`src/credit_sync_pkg.sv`:
```
`default_nettype none

package credit_sync_pkg;

  //////////////////////////////
  // widths
  //////////////////////////////

  // payload width of one link word
  localparam int DATA_WIDTH = 16;

  // every credit count (available, owed, shadow) shares this width
  localparam int CREDIT_WIDTH = 4;

  //////////////////////////////
  // vector types
  //////////////////////////////

  // one payload word as it travels toward the link
  typedef logic [DATA_WIDTH-1:0] data_t;

  // any count of credits, either spendable or owed back to the far side
  typedef logic [CREDIT_WIDTH-1:0] credit_t;

  //////////////////////////////
  // credit constants
  //////////////////////////////

  // depth of the far-side receive buffer, so the available counter starts here
  localparam credit_t NUM_CREDITS = credit_t'(8);

  // once this many credits are owed, a credits-only packet may be forced out
  localparam credit_t FORCE_SEND_THRESH = credit_t'(4);

  // cost of an accepted data packet, every packet takes one buffer entry
  localparam credit_t DATA_PKT_COST = credit_t'(1);

  // cost of an accepted credits-only packet
  localparam credit_t CRED_ONLY_COST = credit_t'(1);

  // the stage either forwards source data or emits credits-only packets
  typedef enum logic [0:0] {
    MODE_NORMAL       = 1'b0,
    MODE_CREDITS_ONLY = 1'b1
  } pkt_mode_e;

endpackage

`default_nettype wire

```
`src/credit_return_tracker.sv`:
```
`timescale 1ns/1ps
`default_nettype none

// counts entries freed by the local receive buffer, which are the credits
// owed back to the far side
module credit_return_tracker (
  input  wire logic                     clk_i,
  input  wire logic                     reset_i,
  // handshake on the local buffer output, one freed entry per cycle
  input  wire logic                     buffer_out_valid_i,
  input  wire logic                     buffer_out_ready_i,
  // link handshake pulses resolved by the output side
  input  wire logic                     out_fire_i,
  input  wire logic                     out_stall_i,
  output      credit_sync_pkg::credit_t credits_owed_o,
  output      logic                     force_send_o
);

  import credit_sync_pkg::*;

  // one buffer entry is released when both sides of the buffer handshake agree
  logic    entry_freed;
  credit_t freed_inc;

  // the visible count is what goes out with the next packet
  credit_t owed_q;
  // the shadow collects releases while an outgoing packet waits on the link,
  // so the count offered under a pending valid never moves
  credit_t shadow_q;

  assign entry_freed = buffer_out_valid_i & buffer_out_ready_i;
  assign freed_inc   = {{(CREDIT_WIDTH-1){1'b0}}, entry_freed};

  //////////////////////////////
  // owed counters
  //////////////////////////////

  always_ff @(posedge clk_i) begin
    if (reset_i) begin
      owed_q   <= '0;
      shadow_q <= '0;
    end else if (out_fire_i) begin
      // the visible count has just been handed to the link, so it restarts
      // from whatever piled up in the shadow plus a release in this cycle
      owed_q   <= shadow_q + freed_inc;
      shadow_q <= '0;
    end else if (out_stall_i) begin
      // valid is up but the link holds us off, keep the offered count frozen
      shadow_q <= shadow_q + freed_inc;
    end else begin
      // no packet pending, releases show directly on the visible count
      owed_q <= owed_q + freed_inc;
    end
  end

  //////////////////////////////
  // force-send flag
  //////////////////////////////

  // too many credits owed means the far side could run dry, ask the
  // controller to push a credits-only packet if no data is around
  assign force_send_o = (owed_q >= FORCE_SEND_THRESH);

  assign credits_owed_o = owed_q;

endmodule

`default_nettype wire

```
`src/credit_flow_ctrl.sv`:
```
`timescale 1ns/1ps
`default_nettype none

// keeps the credits we may still spend toward the far side and decides which
// kind of packet the stage offers next
module credit_flow_ctrl (
  input  wire logic                       clk_i,
  input  wire logic                       reset_i,
  // credits handed back by the far side, qualified by a one-cycle strobe
  input  wire credit_sync_pkg::credit_t   credits_received_i,
  input  wire logic                       receive_cred_i,
  // source valid, needed to decide whether forcing credits-only is allowed
  input  wire logic                       send_valid_i,
  input  wire logic                       force_send_i,
  input  wire logic                       out_fire_i,
  input  wire credit_sync_pkg::credit_t   credits_owed_i,
  output      credit_sync_pkg::pkt_mode_e pkt_mode_o,
  output      logic                       credit_ok_o
);

  import credit_sync_pkg::*;

  // spendable credits, starts at the far-side buffer depth
  credit_t   avail_q;
  credit_t   avail_d;
  credit_t   avail_inc;
  credit_t   avail_dec;

  // cost of whatever packet is currently being offered
  credit_t   pkt_cost;

  pkt_mode_e mode_q;
  pkt_mode_e mode_d;

  logic      owes_credits;
  logic      data_affordable;
  logic      cred_only_affordable;
  logic      only_cred_only_fits;

  //////////////////////////////
  // credit gate
  //////////////////////////////

  assign owes_credits = (credits_owed_i != '0);

  // the last credit is only spent when the packet also carries credits back.
  // otherwise both sides could end up with every credit in flight and stall
  // forever, each waiting for the other
  assign data_affordable = (avail_q > DATA_PKT_COST) ||
                           ((avail_q == DATA_PKT_COST) && owes_credits);

  assign cred_only_affordable = (avail_q > CRED_ONLY_COST) ||
                                ((avail_q == CRED_ONLY_COST) && owes_credits);

  // a data packet is stuck for lack of credits, yet a credits-only packet
  // could still leave right away
  assign only_cred_only_fits = ~data_affordable & cred_only_affordable;

  always_comb begin
    if (mode_q == MODE_CREDITS_ONLY) begin
      pkt_cost    = CRED_ONLY_COST;
      credit_ok_o = cred_only_affordable;
    end else begin
      pkt_cost    = DATA_PKT_COST;
      credit_ok_o = data_affordable;
    end
  end

  //////////////////////////////
  // available counter
  //////////////////////////////

  // returned credits arrive only with the strobe
  assign avail_inc = receive_cred_i ? credits_received_i : '0;
  // credits are consumed with every accepted packet, at the current cost
  assign avail_dec = out_fire_i ? pkt_cost : '0;
  assign avail_d   = avail_q + avail_inc - avail_dec;

  always_ff @(posedge clk_i) begin
    if (reset_i) begin
      avail_q <= NUM_CREDITS;
    end else begin
      avail_q <= avail_d;
    end
  end

  //////////////////////////////
  // packet mode FSM
  //////////////////////////////

  always_comb begin
    mode_d = mode_q;
    if (force_send_i && (!send_valid_i || only_cred_only_fits)) begin
      // nothing to carry the owed credits, or the data cannot be paid for,
      // so switch to sending credits on their own
      mode_d = MODE_CREDITS_ONLY;
    end else if (out_fire_i) begin
      // a packet just left and forcing is no longer needed
      mode_d = MODE_NORMAL;
    end
  end

  always_ff @(posedge clk_i) begin
    if (reset_i) begin
      mode_q <= MODE_NORMAL;
    end else begin
      mode_q <= mode_d;
    end
  end

  assign pkt_mode_o = mode_q;

endmodule

`default_nettype wire

```
`src/link_tx_stage.sv`:
```
`timescale 1ns/1ps
`default_nettype none

// combinational output side. Resolves the link handshake once and shares
// the result with both counters
module link_tx_stage (
  input  wire logic                       send_valid_i,
  input  wire credit_sync_pkg::data_t     data_to_send_i,
  input  wire logic                       send_ready_i,
  input  wire logic                       credit_ok_i,
  input  wire credit_sync_pkg::pkt_mode_e pkt_mode_i,
  output      logic                       send_valid_o,
  output      credit_sync_pkg::data_t     data_to_send_o,
  output      logic                       credits_only_packet_o,
  output      logic                       send_ready_o,
  output      logic                       out_fire_o,
  output      logic                       out_stall_o
);

  import credit_sync_pkg::*;

  logic cred_only;
  logic valid_out;
  logic fire;

  assign cred_only = (pkt_mode_i == MODE_CREDITS_ONLY);

  //////////////////////////////
  // outgoing packet
  //////////////////////////////

  // in credits-only mode the packet goes out without source data,
  // but the credit gate still has to agree
  assign valid_out = credit_ok_i & (send_valid_i | cred_only);

  // zeroed payload keeps the data lines quiet for credits-only packets
  assign data_to_send_o = cred_only ? '0 : data_to_send_i;

  assign credits_only_packet_o = cred_only;
  assign send_valid_o          = valid_out;

  //////////////////////////////
  // handshake
  //////////////////////////////

  assign fire = valid_out & send_ready_i;

  // accepted this cycle
  assign out_fire_o  = fire;
  // offered but held off, the owed count must not move
  assign out_stall_o = valid_out & ~send_ready_i;

  // the source only sees ready when its own word was taken.
  // a credits-only packet never consumes source data
  assign send_ready_o = cred_only ? 1'b0 : fire;

endmodule

`default_nettype wire

```
`src/credit_sync_top.sv`:
```
`timescale 1ns/1ps
`default_nettype none

// credit-based flow control for one serial link channel, placed on a
// valid/ready data path between a source and the link
module credit_sync_top (
  input  wire logic                     clk_i,
  input  wire logic                     reset_i,
  // source side
  input  wire logic                     send_valid_i,
  input  wire credit_sync_pkg::data_t   data_to_send_i,
  output      logic                     send_ready_o,
  // link side
  input  wire logic                     send_ready_i,
  output      logic                     send_valid_o,
  output      credit_sync_pkg::data_t   data_to_send_o,
  output      logic                     credits_only_packet_o,
  output      credit_sync_pkg::credit_t credits_to_send_o,
  // credits coming back from the far side
  input  wire logic                     receive_cred_i,
  input  wire credit_sync_pkg::credit_t credits_received_i,
  // local receive buffer output handshake
  input  wire logic                     buffer_out_valid_i,
  input  wire logic                     buffer_out_ready_i
);

  import credit_sync_pkg::*;

  // handshake pulses from the output side
  logic      out_fire;
  logic      out_stall;

  // owed credits and the force request from the input side
  credit_t   credits_owed;
  logic      force_send;

  // mode and credit gate from the controller
  pkt_mode_e pkt_mode;
  logic      credit_ok;

  //////////////////////////////
  // input side
  //////////////////////////////

  credit_return_tracker i_credit_return_tracker (
    .clk_i              (clk_i),
    .reset_i            (reset_i),
    .buffer_out_valid_i (buffer_out_valid_i),
    .buffer_out_ready_i (buffer_out_ready_i),
    .out_fire_i         (out_fire),
    .out_stall_i        (out_stall),
    .credits_owed_o     (credits_owed),
    .force_send_o       (force_send)
  );

  //////////////////////////////
  // processing
  //////////////////////////////

  credit_flow_ctrl i_credit_flow_ctrl (
    .clk_i              (clk_i),
    .reset_i            (reset_i),
    .credits_received_i (credits_received_i),
    .receive_cred_i     (receive_cred_i),
    .send_valid_i       (send_valid_i),
    .force_send_i       (force_send),
    .out_fire_i         (out_fire),
    .credits_owed_i     (credits_owed),
    .pkt_mode_o         (pkt_mode),
    .credit_ok_o        (credit_ok)
  );

  //////////////////////////////
  // output side
  //////////////////////////////

  link_tx_stage i_link_tx_stage (
    .send_valid_i          (send_valid_i),
    .data_to_send_i        (data_to_send_i),
    .send_ready_i          (send_ready_i),
    .credit_ok_i           (credit_ok),
    .pkt_mode_i            (pkt_mode),
    .send_valid_o          (send_valid_o),
    .data_to_send_o        (data_to_send_o),
    .credits_only_packet_o (credits_only_packet_o),
    .send_ready_o          (send_ready_o),
    .out_fire_o            (out_fire),
    .out_stall_o           (out_stall)
  );

  // the owed count rides along with every outgoing packet
  assign credits_to_send_o = credits_owed;

endmodule

`default_nettype wire

```
`config.mk`:
```
export PLATFORM = sky130hd
export DESIGN_NAME = credit_sync_top
export DESIGN_NICKNAME = d
export VERILOG_FILES = /design/src/credit_sync_pkg.sv /design/src/credit_return_tracker.sv /design/src/credit_flow_ctrl.sv /design/src/link_tx_stage.sv /design/src/credit_sync_top.sv
export SDC_FILE = /design/constraint.sdc
export NUM_CORES = 1
export LEC_CHECK = 0
export BUFFER_PORTS_ARGS = -buffer_cell sky130_fd_sc_hd__buf_2
export CAP_MARGIN = 25
export CORE_UTILIZATION = 35
export CTS_CLUSTER_DIAMETER = 40
export CTS_CLUSTER_SIZE = 30
export DETAILED_ROUTE_END_ITERATION = 8
export PLACE_DENSITY = 0.73
export REMOVE_ABC_BUFFERS = 1
export SLEW_MARGIN = 30
export SYNTH_ARGS = -nofsm -noshare
export SYNTH_HDL_FRONTEND = slang
export SYNTH_SLANG_ARGS = --single-unit
```
`constraint.sdc`:
```
create_clock -name clk_i -period 7.4 [get_ports clk_i]
set_input_delay 1.11 -clock clk_i [delete_from_list [all_inputs] [get_ports clk_i]]
set_output_delay 1.11 -clock clk_i [all_outputs]
set_load 0.03 [all_outputs]
```
==> results of run 1 <==
-- cells in the mapped netlist (all sizes together) --
cell type / count / share of area (%)
nand3b: 1 / 0.80
nand2b: 1 / 0.67
dfxtp: 13 / 28
o22ai: 1 / 2.1
and2: 2 / 1.3
clkbuf: 4 / 1.6
a211oi: 2 / 1.6
a21oi: 6 / 3.2
nand4b: 1 / 0.93
ha: 10 / 13
nor2b: 18 / 12
nor2: 6 / 2.4
nand3: 7 / 3.7
buf: 1 / 0.40
o21ai: 2 / 1.1
xor2: 3 / 2.8
and2b: 1 / 0.80
a31oi: 1 / 0.67
mux2i: 3 / 3.2
a21o: 1 / 0.80
nand2: 7 / 2.8
o21bai: 1 / 0.80
o41a: 1 / 1.2
or3: 4 / 2.7
a41oi: 1 / 1.7
fa: 1 / 2.1
inv: 12 / 4.8
xnor2: 3 / 2.8
-- flip-flops by register name, summed over array words and instances, names as in the netlist --
name	cells
i_credit_flow_ctrl.avail_q	4
i_credit_return_tracker.credits_owed_o	4
i_credit_return_tracker.shadow_q	4
i_credit_flow_ctrl.pkt_mode_o	1
-- stage by stage --
stage	cells	total power, mW	hold WS, ns	util, %	instance area [um^2]
4_1_cts	192	0.259	0.474	49.2	1230
3_3_place_gp	188	0.208	0.450	48.1	1200
5_1_grt	192	0.277	0.485	49.2	1230
3_5_place_dp	188	0.214	0.456	48.1	1200
2_1_floorplan	109	0.182	0.430	-	921
6_report	192	0.257	0.480	49.2	1230
-- power breakdown --
part | internal, mW | switching (mW) | total, mW | leakage (nW)
registers | 0.0806 | 0.00698 | 0.0876 | 0.106
logic | 0.0530 | 0.0698 | 0.123 | 0.507
clock network | 0.0210 | 0.0256 | 0.0465 | 0.0150
-- critical path: stages --
cell	delay, ns
buf_2	0.12
o22ai_4	0.27
inv_2	0.18
nand2_1	0.12
nor2_1	0.04
buf_2	0.21
-- placed cells by master (no fill, tap or decap) --
cell type  Yosys  routed
nor2_1         6       6
nand3_1        7       7
xor2_1         3       3
inv_1         11      11
or3_1          4       4
a31oi_1        1       1
nand2b_1       1       1
buf_2          0      49
o21bai_1       1       1
o41a_1         1       1
a41oi_2        1       1
mux2i_1        3       3
a21oi_1        6       6
nand3b_1       1       1
dfxtp_1       13      13
xnor2_1        3       3
nand4b_1       1       1
a21o_1         1       1
and2b_1        1       1
nand2_1        7       7
o21ai_0        2       2
nor2b_1       18      18
inv_2          1       1
fa_1           1       1
a211oi_1       2       2
o22ai_4        1       1
and2_1         2       2
clkbuf_1       4       1
clkbuf_4       0       3
ha_1          10      10
-- worst paths after layout --
path,cells after the start,start,end,slack (ns)
max,6,send_valid_i,send_ready_o,4.23
max reg2reg,12,i_credit_return_tracker.credits_owed_o[0]$_SDFFE_PP0P_,i_credit_flow_ctrl.avail_q[2]$_SDFF_PP0_,4.78
min,2,i_credit_return_tracker.shadow_q[0]$_SDFFE_PP0P_,i_credit_return_tracker.shadow_q[0]$_SDFFE_PP0P_,0.48
min reg2reg,2,i_credit_return_tracker.shadow_q[0]$_SDFFE_PP0P_,i_credit_return_tracker.shadow_q[0]$_SDFFE_PP0P_,0.48
-- cell families (layout without fill, tap and decap cells) --
| kind of cell | count (synthesis) | in the layout |
|---|---|---|
| simple gates | 48 | 48 |
| flops | 13 | 13 |
| fa+ha+maj | 11 | 11 |
| buf+inv | 17 | 65 |
| compound gates | 16 | 16 |
| mux | 3 | 3 |
| xor+xnor | 6 | 6 |
-- layout make-up --
class	instances	area share [%]
Multi-Input combinational cell	84	50.1
Sequential cell	13	21.2
Inverter	12	3.66
Tap cell	30	3.05
Clock buffer	4	2.14
Timing Repair Buffer	49	19.9
-- layer usage --
layer | vias to the layer above | track usage (%) | share of wire, %
met2 | 17 | 28.0 | 53
met5 | - | 0 | 0
li1 | 475 | - | -
met4 | 0 | 13.2 | 3.2
met1 | 450 | 19.3 | 42
met3 | 7 | 3.11 | 2.3
==> qor.csv, run 1 <==
metric;value;unit
status;complete, no violations;
grt_usage;17.1;%
cp-start-kind;input pin;
vias;949;
yosys.area_share.adder;15.4;%
relSlewSlack;55.0;%
start_util;37.6;%
finalMaxSlewViolations;0;
row_count;18;
hold_class;flip-flop to flip-flop;
synth.cell_area;940;um^2
grt_pass1_wl;3510;um
pre_cts_slack;4.25;ns
clock_skew;0.00405;ns
cts_made_buffers;3;
irDropWorstVdd;0.000140;V
synth_seq_area_share;27.7;%
final_antenna_net_count;0;
place_hpwl;1750;um
criticalPathCategory;input pin to output pin;
critPathMaxFanout;13;
synth_seq_cells;13;
ys_types;29;
required;6.29;ns
finalWorstSetupSlack;4.23;ns
synth_top_family_by_area;simple AND/OR/NAND/NOR gates;
clock_sinks;13;
clockRootBuffer;clkbuf_4;
cp_data_arrival_time;2.06;ns
core;0.00250;mm^2
syn_avg_cell_area;8.24;um^2
wirelength;2220;um
nets;201;
hold_viol;0;
grt_max_degree;21;
timing.final.crit_share;42.8;%
grt-ovfl-total;0;
dieHeight;53.8;um
antenna_found_initial;0;
yosys.area_share.simple;28.1;%
finalCriticalPeriod;3.17;ns
synth.area.mux_share;3.20;%
die_x;53.8;um
htree_levels;1;
antenna_cells;0;
synth_compound_area_share;13.2;%
regArea;260;um^2
io_pins;50;
cts_tree;done;
port_buffers;49;
finalSetupTns;0;ns
dieArea;0.00290;mm^2
wire_per_inst;11.6;um
yosysWarnings;0;
cts.repair.resized;0;
cts_setup_buffers;0;
p_leak;0.628;nW
multiInputGateArea;616;um^2
rsz0062_at_grt;false;
postSynthCellCount;114;
insertion_delay;0.29;ns
clock_path_buffers;2;
max_freq;316;MHz
cts.hold.buffers_added;0;
grt_pass1_vias;812;
drv_cap;0;
path_clk_slew;0.08;ns
drtIter0Drc;15;
drive_gt1_share;34.0;%
setup_violations;0;
power.density;209;mW/mm^2
fillers;267;
gp_congestion;0.754;
worst_pin_slew;0.674;ns
endpoint_kind;output pin;
drc;0;
area_growth_syn_to_layout;30.9;%
vias_per_cell;4.94;
synth_xor_area_share;5.59;%
drtPass1Iterations;4;
Note: power is estimated with default switching activity, not from simulation.
==> run 2: changes to the inputs <==
ABC_AREA = 1   (was default)
PLACE_DENSITY = 0.71   (was 0.73)
clock period = 3.1 ns   (was 7.4 ns; I/O delays follow)
==> qor.csv, run 2 <==
metric;value;unit;change
finalCriticalPeriod;2.13;ns;
dieHeight;56.3;um;+4.6%
grt_pass1_vias;856;;+5.4%
cp_data_arrival_time;2.30;ns;+0.24 ns
relSlewSlack;81.1;%;+26 points
synth.area.mux_share;0;%;-3.2 points
synth_seq_cells;13;;unchanged
synth_compound_area_share;4.61;%;-8.6 points
finalWorstSetupSlack;0.972;ns;-3.26 ns
synth_top_cells_by_count;inv_1 (41), nor2_1 (25), nand2_1 (24), dfxtp_1 (13), ha_1 (10);;
area_growth_syn_to_layout;29.7;%;
io_pins;50;;unchanged
path_clk_slew;0.08;ns;about the same
power.density;616;mW/mm^2;+190%
yosys.area_share.adder;14.1;%;-1.4 points
cp_common_cell;inv_1;;
core;0.00278;mm^2;+11%
gp_congestion;0.844;;+12%
grt_max_degree;19;;-9.5%
reg2reg_slack;0.97;ns;-3.81 ns
design_area;0.00134;mm^2;+8.9%
synthTopCellsByArea;dfxtp_1 (25%), inv_1 (15%), ha_1 (12%);;
final_antenna_net_count;0;;unchanged
clock_sinks;13;;unchanged
drc;0;;unchanged
post-synth-top-area-cell;dfxtp_1;;
drtIter0Drc;10;;-5
clock_skew;0.00305;ns;-0.000995 ns
place_hpwl;1700;um;-3.1%
synth.most_common_cell;inv_1;;
max_freq;470;MHz;
timing.final.crit_share;68.6;%;
drtPass1Iterations;6;;+2
synth_top_area_share;25.2;%;-2.5 points
cts_setup_buffers;0;;unchanged
vias_per_cell;4.43;;-10%
wirelength;2050;um;-7.5%
synth_seq_area_share;25.2;%;-2.5 points
clock_path_buffers;2;;unchanged
cts.repair.resized;0;;unchanged
cpPeakStageDelay;0.37;ns;+0.10 ns
cp_slowest_cell;dfxtp_1;;
dieArea;0.00317;mm^2;+9.5%
port_buffers;49;;unchanged
mostFrequentLayoutCells;buf_2 (49), inv_1 (41), nor2_1 (25);;
grt_pass1_wl;3610;um;+2.7%
clockRootBuffer;clkbuf_4;;
die_x;56.3;um;+4.6%
syn_avg_cell_area;6.75;um^2;-18%
final_common_cell;buf_2;;
hold_viol;0;;unchanged
worst_pin_slew;0.283;ns;-0.391 ns
drive_gt1_share;33.2;%;-0.78 points
grt-ovfl-total;0;;unchanged
nets;244;;+21%
required;3.28;ns;-3.01 ns
ys_types;22;;-24%
wire_per_inst;8.70;um;-25%
yosysWarnings;0;;unchanged
setup_violations;0;;unchanged
synth_top_family_by_area;simple AND/OR/NAND/NOR gates;;
crit_family;adder cells;;
ys.flop_type;dfxtp_1;;
pre_cts_slack;0.896;ns;-3.35 ns
finalSetupTns;0;ns;unchanged
antenna_cells;0;;unchanged
start_util;37.1;%;-0.48 points
insertion_delay;0.27;ns;-0.02 ns
cts_tree;done;;
fillers;279;;+4.5%
finalMaxSlewViolations;0;;unchanged
cp-start-kind;flip-flop;;
rsz0062_at_grt;false;;
grt_usage;14.1;%;-3.0 points
row_count;19;;+1
synth_xor_area_share;5.94;%;+0.35 points
yosys.area_share.simple;33.7;%;+5.6 points
synth_edf_count;0;;unchanged
p_leak;0.823;nW;+31%
htree_levels;1;;unchanged
cts_made_buffers;3;;unchanged
async_reset_ff_share;0;%;unchanged
criticalPathCategory;flip-flop to flip-flop;;
drv_cap;0;;unchanged
placed_area;0.00131;mm^2;+9.0%
irDropWorstVdd;0.000339;V;+140%
crit_chain;nor2_2 -> nand2_2 -> nand2_2 -> nand2_4 -> nand3_2 -> inv_1 -> ha_1 -> inv_1 -> ha_1 -> inv_1 -> fa_1 -> xor2_1 -> nor2_1;;
synth.cell_area;0.00103;mm^2;+9.9%
status;complete, no violations;;
hold_class;input pin to flip-flop;;
antenna_found_initial;0;;unchanged
crit_buf_inv;3;;unchanged
critPathMaxFanout;9;;-4
cts.hold.buffers_added;0;;unchanged
postSynthCellCount;153;;+34%
endpoint_kind;flip-flop;;
vias;1045;;+10%
## run 2: per-stage QoR
step	instances	hold WS [ns]	power, mW	utilization, %
4_1_cts	236	0.386	0.835	48.1
5_1_grt	236	0.377	0.905	48.1
6_report	236	0.387	0.825	48.1
3_3_place_gp	232	0.476	0.724	47.2
2_1_floorplan	151	0.461	0.609	-
3_5_place_dp	232	0.478	0.729	47.2
## run 2: area by class of cell
| cell class | count | area [um^2] | area share (%) |
|---|---|---|---|
| inverters | 42 | 159 | 11.9 |
| well taps | 31 | 38.8 | 2.90 |
| multi-input cells | 96 | 602 | 45.0 |
| repair buffers | 50 | 253 | 18.9 |
| flip-flops and latches | 13 | 260 | 19.4 |
| clock buffers | 4 | 26.3 | 1.96 |
## run 2: cell families after synthesis
kind of cell | after synthesis
XOR/XNOR | 7
flip-flops | 13
AND/OR/NAND/NOR | 72
adder cells (fa/ha/maj) | 11
AO/OA/AOI/OAI | 6
buffers and inverters | 44
## run 2: final timing paths
| kind | from | end | depth (start not counted) |
|---|---|---|---|
| max | i_credit_return_tracker.credits_owed_o[2]$_SDFFE_PP0P_ | i_credit_flow_ctrl.avail_q[2]$_SDFF_PP0_ | 13 |
| min | reset_i | i_credit_flow_ctrl.avail_q[1]$_SDFF_PP0_ | 2 |
| max reg2reg | i_credit_return_tracker.credits_owed_o[2]$_SDFFE_PP0P_ | i_credit_flow_ctrl.avail_q[2]$_SDFF_PP0_ | 13 |
| min reg2reg | i_credit_return_tracker.shadow_q[0]$_SDFFE_PP0P_ | i_credit_return_tracker.shadow_q[0]$_SDFFE_PP0P_ | 2 |
## run 2: metal layers
metal,global-route usage (%),up-vias,wire (um)
li1,-,562,-
met1,17.3,425,944
met2,24.7,53,910
met3,2.76,5,175
met4,4.18,0,24
met5,0,-,0
## run 2: worst reg2reg max path: stages, from the launching register on
cell,delay [ns]
dfxtp_1,0.37
nor2_2,0.17
nand2_2,0.07
nand2_2,0.07
nand2_4,0.09
nand3_2,0.14
inv_1,0.06
ha_1,0.26
inv_1,0.05
ha_1,0.15
inv_1,0.05
fa_1,0.37
xor2_1,0.13
nor2_1,0.05
## run 2: power breakdown
group | leakage, nW | internal [mW] | switching (mW) | total, mW
sequential | 0.107 | 0.202 | 0.0301 | 0.232
combinational | 0.701 | 0.174 | 0.314 | 0.488
clock | 0.0150 | 0.0498 | 0.0551 | 0.105
total | 0.823 | 0.425 | 0.400 | 0.825
==> run 3: changes to the inputs <==
PLACE_DENSITY = 0.74   (was 0.71)
clock period = 1.7 ns   (was 3.1 ns; I/O delays follow)
==> qor.csv, run 3 (synthesis gave the netlist of run 2 again) <==
metric;value;unit;change
violations;setup timing;;
area_growth_syn_to_layout;49.2;%;
reg2reg_slack;-0.11;ns;-1.08 ns
clock_path_buffers;2;;unchanged
crit_buf_inv;3;;unchanged
grt_pass1_wl;4000;um;+11%
status;finished with violations;;
hold_end;i_credit_flow_ctrl.avail_q[1]$_SDFF_PP0_;;
drtPass1Iterations;4;;-2
mostFrequentLayoutCells;buf_2 (48), inv_1 (38), nand2_1 (24);;
clock_sinks;13;;unchanged
final_antenna_net_count;0;;unchanged
wirelength;2280;um;+11%
cp_common_cell;inv_2;;
place_hpwl;1750;um;+3.3%
irDropWorstVdd;0.000927;V;+170%
rsz0062_at_grt;true;;
die_x;56.3;um;unchanged
cpPeakStageDelay;0.51;ns;+0.14 ns
finalMaxSlewViolations;0;;unchanged
timing.final.crit_share;106;%;+38 points
gp_congestion;0.797;;-5.6%
cp_data_arrival_time;1.99;ns;-0.31 ns
vias_per_cell;4.40;;-0.54%
endpoint_kind;flip-flop;;
cts_tree;done;;
p_int;956;uW;+120%
cts_made_buffers;3;;unchanged
io_pins;50;;unchanged
fillers;267;;-4.3%
antenna_found_initial;0;;unchanged
core;0.00278;mm^2;unchanged
crit_chain;nor2_4 -> nand2_2 -> nand2_2 -> nand2_4 -> nand3_4 -> inv_2 -> ha_4 -> inv_2 -> ha_4 -> inv_2 -> fa_2 -> nor2_1;;
insertion_delay;0.28;ns;about the same
drive_gt1_share;44.7;%;+12 points
grt_usage;15.9;%;+1.8 points
rr_worst_depth;12;;-1
crit_family;adder cells;;
worstHoldStart;reset_i;;
r2r_start;i_credit_return_tracker.credits_owed_o[3]$_SDFFE_PP0P_;;
row_count;19;;unchanged
pwr-share-comb;65.2;%;+6.0 points
net-switching-power;859;uW;+110%
clock_skew;0.000334;ns;-0.00272 ns
start_util;37.1;%;unchanged
required;1.89;ns;-1.39 ns
drtIter0Drc;36;;+26
drc;0;;unchanged
max_freq;553;MHz;+18%
antenna_cells;0;;unchanged
clockRootBuffer;clkbuf_4;;
p_leak;0.904;nW;+9.8%
cp_slowest_cell;fa_2;;
final_common_cell;buf_2;;
grt_pass1_vias;954;;+11%
r2r_end;i_credit_flow_ctrl.avail_q[1]$_SDFF_PP0_;;
nets;258;;+5.7%
grt_max_degree;19;;unchanged
grt-ovfl-total;0;;unchanged
p_clk_share;10.9;%;-1.8 points
hold_depth;2;;unchanged
pwr-share-seq;23.9;%;-4.2 points
criticalPathCategory;flip-flop to flip-flop;;
drv_cap;0;;unchanged
cp-start-kind;flip-flop;;
path_clk_slew;0.08;ns;about the same
vias;1101;;+5.4%
switching_share;47.3;%;-1.1 points
htree_levels;1;;unchanged
critPathMaxFanout;2;;-7
worst_pin_slew;0.293;ns;+0.0101 ns
hold_class;input pin to flip-flop;;
dieHeight;56.3;um;unchanged
wire_per_inst;9.12;um;+4.8%
setup_violations;3;;+3
finalCriticalPeriod;1.81;ns;-0.320 ns
whs;0.155;ns;-0.232 ns
dieArea;0.00317;mm^2;unchanged
finalWorstSetupSlack;-0.108;ns;-1.08 ns
port_buffers;49;;unchanged
hold_viol;0;;unchanged
pre_cts_slack;-0.228;ns;-1.12 ns
power.density;1180;mW/mm^2;+91%
relSlewSlack;80.4;%;-0.67 points
[run 3: cell types whose count changed in the layout (fill, tap and decap cells not counted), sizes merged]
cell / delta
clkinv: +1
clkbuf: -1
buf: +14
[run 3: cell type report]
cell class	instances	area [um^2]	area share (%)
clock buffer	3	22.5	1.46
clock inverter	1	5.00	0.325
inverter	42	159	10.3
multi-input combinational	96	683	44.4
sequential	13	268	17.4
tap	31	38.8	2.52
timing repair buffer	64	364	23.6
[run 3: per-layer routing]
layer | wire (um) | up-vias | share of wire, % | track usage [%]
met2 | 987 | 58 | 43 | 26.4
met5 | 0 | - | 0 | 0
met4 | 29 | 0 | 1.3 | 6.27
li1 | - | 589 | - | -
met1 | 1100 | 450 | 48 | 20.5
met3 | 166 | 4 | 7.3 | 2.53
[run 3: how the worst max path moves through the flow]
stage / start / to / slack, ns / cells after the start
floorplan: i_credit_flow_ctrl.pkt_mode_o$_SDFFE_PP0P_ / i_credit_flow_ctrl.avail_q[2]$_SDFF_PP0_ / -0.71 / 11
finish: i_credit_return_tracker.credits_owed_o[3]$_SDFFE_PP0P_ / i_credit_flow_ctrl.avail_q[1]$_SDFF_PP0_ / -0.11 / 12
detailed placement: i_credit_flow_ctrl.avail_q[2]$_SDFF_PP0_ / i_credit_flow_ctrl.avail_q[2]$_SDFF_PP0_ / -0.23 / 11
global route: i_credit_return_tracker.credits_owed_o[3]$_SDFFE_PP0P_ / i_credit_flow_ctrl.avail_q[1]$_SDFF_PP0_ / -0.19 / 12
CTS: i_credit_return_tracker.credits_owed_o[1]$_SDFFE_PP0P_ / i_credit_flow_ctrl.avail_q[1]$_SDFF_PP0_ / -0.10 / 12
global placement: i_credit_return_tracker.credits_owed_o[0]$_SDFFE_PP0P_ / i_credit_flow_ctrl.avail_q[2]$_SDFF_PP0_ / -0.19 / 13
[run 3: per-stage QoR]
step / instances / area (um^2) / utilization, % / power (mW) / TNS [ns]
3_5_place_dp: 244 / 1400 / 50.4 / 1.44 / -0.502
6_report: 250 / 1540 / 55.4 / 1.82 / -0.253
5_1_grt: 250 / 1540 / 55.4 / 1.98 / -0.531
2_1_floorplan: 151 / 1020 / - / 1.11 / -2.42
3_3_place_gp: 244 / 1400 / 50.4 / 1.43 / -0.389
4_1_cts: 250 / 1510 / 54.4 / 1.78 / -0.258
[run 3: what timing repair did]
item / CTS / global route
gates resized for setup: 18 / 9
buffers inserted: 2 / 1
pin swaps: 8 / 2
hold buffers: 0 / 0
setup endpoints to repair: 3 / 5
[run 3: power by group through the flow]
stage / Sequential, mW / Clock, mW / Combinational, mW
4_1_cts: 0.427 / 0.201 / 1.15
5_1_grt: 0.444 / 0.222 / 1.31
6_report: 0.434 / 0.197 / 1.18
3_5_place_dp: 0.414 / 0 / 1.03
2_1_floorplan: 0.476 / 0 / 0.634
3_3_place_gp: 0.411 / 0 / 1.02
